$ cat src/design/axil_regbank_consts.svh
// Register bank constants
`ifndef AXIL_REGBANK_CONSTS_SVH
`define AXIL_REGBANK_CONSTS_SVH

// AXI4-Lite bus widths
`define AXIL_ADDR_W 32
`define AXIL_DATA_W 32
`define AXIL_STRB_W 4

// Register file geometry
`define REG_W       8
`define REG_COUNT   4

// Response codes
`define RESP_OKAY   2'b00
`define RESP_SLVERR 2'b10

`endif
$ cat src/design/axil_regbank_pkg.sv
// Register bank types
`default_nettype none

`include "axil_regbank_consts.svh"

package axil_regbank_pkg;

    typedef logic [`AXIL_ADDR_W-1:0]        axil_addr_t;
    typedef logic [`AXIL_DATA_W-1:0]        axil_data_t;
    typedef logic [`AXIL_STRB_W-1:0]        axil_strb_t;
    typedef logic [1:0]                     axil_resp_t;
    typedef logic [`REG_W-1:0]              reg_val_t;
    typedef logic [$clog2(`REG_COUNT)-1:0]  reg_idx_t;

    // Shared by the write and read engines
    typedef enum logic [1:0] {
        CH_IDLE,
        CH_REQ,
        CH_RELEASE,
        CH_RESP
    } chan_state_t;

endpackage

`default_nettype wire

$ cat src/design/reg_access_if.sv
// Engine to bank access interfaces
`timescale 1ns/1ns
`default_nettype none

// Write port with four-phase req/ack
interface reg_wr_if;
    import axil_regbank_pkg::*;

    logic       req;
    axil_addr_t addr;
    axil_data_t wdata;
    axil_strb_t wstrb;
    logic       ack;
    axil_resp_t resp;

    modport engine (output req, output addr, output wdata, output wstrb,
                    input ack, input resp);
    modport bank   (input req, input addr, input wdata, input wstrb,
                    output ack, output resp);

endinterface

// Read port with four-phase req/ack
interface reg_rd_if;
    import axil_regbank_pkg::*;

    logic       req;
    axil_addr_t addr;
    logic       ack;
    axil_data_t rdata;
    axil_resp_t resp;

    modport engine (output req, output addr,
                    input ack, input rdata, input resp);
    modport bank   (input req, input addr,
                    output ack, output rdata, output resp);

endinterface

`default_nettype wire

$ cat src/design/axil_regbank_top.sv
// AXI4-Lite register bank top
`timescale 1ns/1ns
`default_nettype none

module axil_regbank_top (
    input  wire                          aclk,
    input  wire                          aresetn,

    // Write address channel
    input  wire axil_regbank_pkg::axil_addr_t s_axil_awaddr,
    input  wire                          s_axil_awvalid,
    output logic                         s_axil_awready,

    // Write data channel
    input  wire axil_regbank_pkg::axil_data_t s_axil_wdata,
    input  wire axil_regbank_pkg::axil_strb_t s_axil_wstrb,
    input  wire                          s_axil_wvalid,
    output logic                         s_axil_wready,

    // Write response channel
    output axil_regbank_pkg::axil_resp_t s_axil_bresp,
    output logic                         s_axil_bvalid,
    input  wire                          s_axil_bready,

    // Read address channel
    input  wire axil_regbank_pkg::axil_addr_t s_axil_araddr,
    input  wire                          s_axil_arvalid,
    output logic                         s_axil_arready,

    // Read data channel
    output axil_regbank_pkg::axil_data_t s_axil_rdata,
    output axil_regbank_pkg::axil_resp_t s_axil_rresp,
    output logic                         s_axil_rvalid,
    input  wire                          s_axil_rready,

    // Register 0 contents
    output axil_regbank_pkg::reg_val_t   data_out
);

    reg_wr_if wr_bus ();
    reg_rd_if rd_bus ();

    axil_write_engine u_write_engine (
        .aclk    (aclk),
        .aresetn (aresetn),
        .awaddr  (s_axil_awaddr),
        .awvalid (s_axil_awvalid),
        .awready (s_axil_awready),
        .wdata   (s_axil_wdata),
        .wstrb   (s_axil_wstrb),
        .wvalid  (s_axil_wvalid),
        .wready  (s_axil_wready),
        .bresp   (s_axil_bresp),
        .bvalid  (s_axil_bvalid),
        .bready  (s_axil_bready),
        .wr      (wr_bus.engine)
    );

    axil_read_engine u_read_engine (
        .aclk    (aclk),
        .aresetn (aresetn),
        .araddr  (s_axil_araddr),
        .arvalid (s_axil_arvalid),
        .arready (s_axil_arready),
        .rdata   (s_axil_rdata),
        .rresp   (s_axil_rresp),
        .rvalid  (s_axil_rvalid),
        .rready  (s_axil_rready),
        .rd      (rd_bus.engine)
    );

    reg_bank u_reg_bank (
        .aclk     (aclk),
        .aresetn  (aresetn),
        .wr       (wr_bus.bank),
        .rd       (rd_bus.bank),
        .data_out (data_out)
    );

endmodule

`default_nettype wire

$ cat src/design/reg_bank.sv
// Control register bank
`timescale 1ns/1ns
`default_nettype none

`include "axil_regbank_consts.svh"

module reg_bank (
    input  wire                          aclk,
    input  wire                          aresetn,
    reg_wr_if.bank                       wr,
    reg_rd_if.bank                       rd,
    output axil_regbank_pkg::reg_val_t   data_out
);
    import axil_regbank_pkg::*;

    reg_val_t regs [`REG_COUNT];

    logic     wr_hit;
    logic     rd_hit;
    reg_idx_t wr_idx;
    reg_idx_t rd_idx;
    logic     wr_grant;
    logic     rd_grant;

    // Word aligned and inside the register window
    function automatic logic addr_valid(input axil_addr_t addr);
        return (addr[1:0] == 2'b00) &&
               (addr < `AXIL_ADDR_W'(`REG_COUNT * 4));
    endfunction

    function automatic reg_idx_t addr_index(input axil_addr_t addr);
        return addr[2 +: $bits(reg_idx_t)];
    endfunction

    assign wr_hit = addr_valid(wr.addr);
    assign rd_hit = addr_valid(rd.addr);
    assign wr_idx = addr_index(wr.addr);
    assign rd_idx = addr_index(rd.addr);

    // One new access per cycle with the write port first
    assign wr_grant = wr.req && !wr.ack;
    assign rd_grant = rd.req && !rd.ack && !wr_grant;

    assign data_out = regs[0];

    always_ff @(posedge aclk or negedge aresetn) begin
        if (!aresetn) begin
            wr.ack <= 1'b0;
            rd.ack <= 1'b0;
            for (int i = 0; i < `REG_COUNT; i++)
                regs[i] <= '0;
        end else begin
            // Ack follows req down one cycle after it falls
            if (wr_grant)
                wr.ack <= 1'b1;
            else if (!wr.req)
                wr.ack <= 1'b0;

            if (rd_grant)
                rd.ack <= 1'b1;
            else if (!rd.req)
                rd.ack <= 1'b0;

            // Only the low byte lane is implemented
            if (wr_grant && wr_hit && wr.wstrb[0])
                regs[wr_idx] <= wr.wdata[`REG_W-1:0];
        end
    end

    // Response payload held from ack rise until req falls
    always_ff @(posedge aclk) begin
        if (wr_grant)
            wr.resp <= wr_hit ? `RESP_OKAY : `RESP_SLVERR;
        if (rd_grant) begin
            rd.resp  <= rd_hit ? `RESP_OKAY : `RESP_SLVERR;
            rd.rdata <= rd_hit ? axil_data_t'(regs[rd_idx]) : '0;
        end
    end

endmodule

`default_nettype wire

$ cat src/design/axil_read_engine.sv
// AXI4-Lite read channel engine
`timescale 1ns/1ns
`default_nettype none

`include "axil_regbank_consts.svh"

module axil_read_engine (
    input  wire                          aclk,
    input  wire                          aresetn,

    // AR channel
    input  wire axil_regbank_pkg::axil_addr_t araddr,
    input  wire                          arvalid,
    output logic                         arready,

    // R channel
    output axil_regbank_pkg::axil_data_t rdata,
    output axil_regbank_pkg::axil_resp_t rresp,
    output logic                         rvalid,
    input  wire                          rready,

    // Request port to the register bank
    reg_rd_if.engine                     rd
);
    import axil_regbank_pkg::*;

    chan_state_t state;
    logic        accept;

    assign accept = (state == CH_IDLE) && arvalid;

    always_ff @(posedge aclk or negedge aresetn) begin
        if (!aresetn) begin
            state   <= CH_IDLE;
            arready <= 1'b0;
            rvalid  <= 1'b0;
            rresp   <= `RESP_OKAY;
            rd.req  <= 1'b0;
        end else begin
            case (state)
                CH_IDLE: begin
                    if (accept) begin
                        arready <= 1'b1;
                        state   <= CH_REQ;
                    end
                end

                CH_REQ: begin
                    arready <= 1'b0;
                    if (rd.ack) begin
                        rd.req <= 1'b0;
                        rresp  <= rd.resp;
                        state  <= CH_RELEASE;
                    end else begin
                        rd.req <= 1'b1;
                    end
                end

                CH_RELEASE: begin
                    if (!rd.ack) begin
                        rvalid <= 1'b1;
                        state  <= CH_RESP;
                    end
                end

                CH_RESP: begin
                    if (rready) begin
                        rvalid <= 1'b0;
                        state  <= CH_IDLE;
                    end
                end

                default: state <= CH_IDLE;
            endcase
        end
    end

    // Address taken on accept and bank data while ack is up
    always_ff @(posedge aclk) begin
        if (accept)
            rd.addr <= araddr;
        if (state == CH_REQ && rd.ack)
            rdata <= rd.rdata;
    end

endmodule

`default_nettype wire

$ cat src/design/axil_write_engine.sv
// AXI4-Lite write channel engine
`timescale 1ns/1ns
`default_nettype none

`include "axil_regbank_consts.svh"

module axil_write_engine (
    input  wire                          aclk,
    input  wire                          aresetn,

    // AW and W channels
    input  wire axil_regbank_pkg::axil_addr_t awaddr,
    input  wire                          awvalid,
    output logic                         awready,
    input  wire axil_regbank_pkg::axil_data_t wdata,
    input  wire axil_regbank_pkg::axil_strb_t wstrb,
    input  wire                          wvalid,
    output logic                         wready,

    // B channel
    output axil_regbank_pkg::axil_resp_t bresp,
    output logic                         bvalid,
    input  wire                          bready,

    // Request port to the register bank
    reg_wr_if.engine                     wr
);
    import axil_regbank_pkg::*;

    chan_state_t state;
    logic        accept;

    // Address and data are taken together and only from idle
    assign accept = (state == CH_IDLE) && awvalid && wvalid;

    always_ff @(posedge aclk or negedge aresetn) begin
        if (!aresetn) begin
            state   <= CH_IDLE;
            awready <= 1'b0;
            wready  <= 1'b0;
            bvalid  <= 1'b0;
            bresp   <= `RESP_OKAY;
            wr.req  <= 1'b0;
        end else begin
            case (state)
                CH_IDLE: begin
                    if (accept) begin
                        awready <= 1'b1;
                        wready  <= 1'b1;
                        state   <= CH_REQ;
                    end
                end

                CH_REQ: begin
                    // End the ready pulse and hold req until the bank answers
                    awready <= 1'b0;
                    wready  <= 1'b0;
                    if (wr.ack) begin
                        wr.req <= 1'b0;
                        bresp  <= wr.resp;
                        state  <= CH_RELEASE;
                    end else begin
                        wr.req <= 1'b1;
                    end
                end

                CH_RELEASE: begin
                    if (!wr.ack) begin
                        bvalid <= 1'b1;
                        state  <= CH_RESP;
                    end
                end

                CH_RESP: begin
                    if (bready) begin
                        bvalid <= 1'b0;
                        state  <= CH_IDLE;
                    end
                end

                default: state <= CH_IDLE;
            endcase
        end
    end

    // Request payload stays stable until the handshake completes
    always_ff @(posedge aclk) begin
        if (accept) begin
            wr.addr  <= awaddr;
            wr.wdata <= wdata;
            wr.wstrb <= wstrb;
        end
    end

endmodule

`default_nettype wire

$ cat config.mk
export PLATFORM = sky130hd
export DESIGN_NAME = axil_regbank_top
export DESIGN_NICKNAME = d
export VERILOG_FILES = /design/src/design/axil_regbank_pkg.sv /design/src/design/reg_access_if.sv /design/src/design/axil_regbank_top.sv /design/src/design/reg_bank.sv /design/src/design/axil_read_engine.sv /design/src/design/axil_write_engine.sv
export VERILOG_INCLUDE_DIRS = /design/src /design/src/design
export SDC_FILE = /design/constraint.sdc
export NUM_CORES = 1
export LEC_CHECK = 0
export BUFFER_PORTS_ARGS = -buffer_cell sky130_fd_sc_hd__buf_2
export CORE_MARGIN = 1.5
export CORE_UTILIZATION = 49
export CTS_BUF_LIST = sky130_fd_sc_hd__clkbuf_4 sky130_fd_sc_hd__clkbuf_8
export CTS_CLUSTER_DIAMETER = 50
export DETAILED_ROUTE_END_ITERATION = 10
export GPL_ROUTABILITY_DRIVEN = 0
export PLACE_DENSITY = 0.76
export SLEW_MARGIN = 30
export SYNTH_ARGS = -nofsm -noshare
export SYNTH_HDL_FRONTEND = slang
export SYNTH_SLANG_ARGS = --single-unit
$ cat constraint.sdc
create_clock -name aclk -period 2.5 [get_ports aclk]
set_input_delay 0.25 -clock aclk [delete_from_list [all_inputs] [get_ports aclk]]
set_output_delay 0.25 -clock aclk [all_outputs]
set_load 0.03 [all_outputs]
==> impl_metrics.toml <==
[critical_path]
critPathLaunchType = "flip-flop"
path_depth = 5
worstSetupPathType = "flip-flop to flip-flop"
crit_path_end_kind = "flip-flop"
ff2ff_setup_slack_ps = 370
cp_slowest_cell = "edfxtp_1"
endpoint = "u_reg_bank.regs[13]"
crit_buf_inv = 1
ff2ff_path_depth = 5
reg2reg_to = "u_reg_bank.regs[13]"
max_stage_delay_ps = 400
cp.arrival_ps = 2420
rr_startpoint = "u_write_engine.wr.addr[22]"
startpoint = "u_write_engine.wr.addr[22]"
cp_cell_sequence = "nor4_2, nand4_4, nor4_4, buf_4, mux2_2"
cp_max_fo = 5
critical_path.top_delay_family = "simple AND/OR/NAND/NOR gates"
critical_path_required_ps = 2790

[logic_synthesis]
yosys.area.top_type = "edfxtp_1"
synth-seq-cells = 137
ys_seq_area_share_pct = 70.5
synthArstFlopShare_pct = 33.6
synth.avg_cell_area_um2 = 18.0
syn_inst = 306
yosysWarnings = 0
synth_cell_type_count = 36
synthTopCellsByArea = "edfxtp_1 50%, dfrtp_1 21%, mux2_2 5.5%, buf_4 4.8%, mux4_2 3.3%"
ys.flop_type = "edfxtp_1"
synth-edff-count = 91
syn_area_um2 = 5510
synth_top_area_share_pct = 49.6

[sta]
hold_viol_final = 0
tightestPinTransition_ps = 646
rsz0062_at_grt = "no"
post-route-min-period_ps = 2130
report.final.slew_viol_count = 0
setup_ws_ps = 372
period_share_pct = 85.1
max_slew_margin_pct = 56.7
clock_skew_ps = 15.8
fin_tns_setup_ps = 0
max_freq_ghz = 0.470
finalSetupViolCount = 0

[layout]
n_fill_cell = 728
area_growth_syn_to_layout_pct = 28.9
layout_commonest_cell = "buf_2"
final_cell_mix = "102 x buf_2, 91 x edfxtp_1, 64 x dlygate4sd3_1"
nets = 602
drive_above_1_share_pct = 40.1

[floorplanning]
io_pins = 156
die_area_um2 = 11900
die_w_um = 109
initial_utilization_pct = 50.6
rows = 38
die_h_um = 109
fp.coreArea_um2 = 10900

[power_and_ir_drop]
finalPower_w = 0.00577
powerDensity_nw_per_um2 = 812
leakage_nw = 2.97
ir_drop_uv = 676

[cts]
cts_tree = "built"
path_clk_slew_ps = 80
clkSinkCount = 137
clockBufferDepth = 2
cts_root_buf = "clkbuf_8"
htree_levels = 4
postCtsSetupBuffers = 0
cts_buffers = 17
clkLatencyLatePin_ps = 420

[routing]
drc = 0
wirelength_mm = 10.3
drt_iter0_drc = 102
vias = 3121
post_drt_wl_per_cell_um = 16.1
ant_nets = 0
viasPerCell = 4.88
firstDrtPassIters = 6

[grt]
grt_start_max_net_pins = 37
grt_pass1_wl_mm = 15.7
antenna_found_initial = 1
grt_pass1_vias = 3246
grt_usage_pct = 18.1
overflow = 0

[place]
dpl.hpwl_mm = 6.02
place_ws_ps = 350
io_buffer_count = 102

[min_path]
hp-class = "input pin to flip-flop"

[run]
max_cap_viol_count = 0

[status]
status = "completed"
metrics by stage:
step	hold slack (ps)	instance area, um^2	std cells	util (%)
6_report	15.0	7100	640	65.2
5_1_grt	-1.86	7100	639	65.2
4_1_cts	0.0982	6980	627	64.1
3_5_place_dp	281	6080	543	55.9
3_3_place_gp	267	6080	543	55.8
2_1_floorplan	-45.6	5610	331	-
layer usage:
metal	vias up	routed length, um	GRT usage, %
met2	126	5600	33.8
li1	1452	-	-
met3	24	556	4.96
met4	0	308	6.67
met5	-	0	0
met1	1519	3820	19.4
where the power goes:
part,switching (W),leakage [nW],internal (W)
clock network,0.000881,0.189,0.000804
registers,0.000185,1.44,0.00282
logic,0.000646,1.34,0.000430
worst min-delay path by stage:
stage / startpoint / endpoint / slack, ps / depth (start not counted)
6_report: s_axil_wdata[6] / u_write_engine.wr.wdata[6] / 10 / 1
5_1_grt: s_axil_araddr[23] / u_read_engine.rd.addr[23] / -2 / 1
4_1_cts: s_axil_araddr[2] / u_read_engine.rd.addr[2] / 0.1 / 1
3_5_place_dp: aresetn / u_write_engine.wready / 280 / 1
3_3_place_gp: aresetn / u_write_engine.state[1] / 270 / 1
2_1_floorplan: aresetn / u_read_engine.arready / -50 / 0
final cells by class:
class                   instances  area (um^2)  share of cell area, %
repair buffers                174         1210                   17.1
flip-flops and latches        137         3880                   54.7
well taps                     140          175                   2.47
inverters                       9         33.8                  0.476
clock inverters                15          143                   2.01
multi-input cells             147         1420                   20.0
clock buffers                  17          234                   3.29
diodes                          1         2.50                 0.0352
cells in the mapped netlist (all sizes together), types with 3 or more instances:
| master | count |
|---|---|
| ha | 9 |
| mux4 | 8 |
| nand2 | 7 |
| nand2b | 4 |
| mux2i | 3 |
| nor4 | 17 |
| edfxtp | 91 |
| inv | 9 |
| dfrtp | 46 |
| nor2b | 9 |
| nand4 | 3 |
| o21ai | 4 |
| buf | 37 |
| mux2 | 36 |
registers in the layout, indices dropped and copies added, names as in the netlist, 2 cells and up:
| signal | count |
|---|---|
| u_reg_bank.data_out | 8 |
| u_reg_bank.regs | 24 |
| u_reg_bank.rd.rdata | 8 |
| u_write_engine.wr.wdata | 8 |
| u_write_engine.wr.addr | 32 |
| u_read_engine.rdata | 8 |
| u_read_engine.state | 2 |
| u_read_engine.rd.addr | 32 |
| u_write_engine.state | 2 |
worst register-to-register path, cell delays in order, from the launching register on:
cell	delay, ps
edfxtp_1	400
nor4_2	400
nand4_4	250
nor4_4	380
buf_4	230
mux2_2	350
cell families (layout without fill, tap and decap cells):
| logic type | after synthesis | after routing | synth area share [%] |
|---|---|---|---|
| fa+ha+maj | 9 | 9 | 2.04 |
| other cells | 1 | 27 | 0.0680 |
| compound gates | 11 | 11 | 1.34 |
| flops | 137 | 137 | 70.5 |
| simple gates | 54 | 54 | 8.79 |
| mux | 47 | 47 | 11.7 |
| buf+inv | 47 | 215 | 5.58 |
repair_timing:
| action | CTS | global route |
|---|---|---|
| resized for setup | 0 | 0 |
| hold buffers | 52 | 12 |
| hold endpoints to repair | 75 | 12 |
Power figures use the tool's default switching activity.
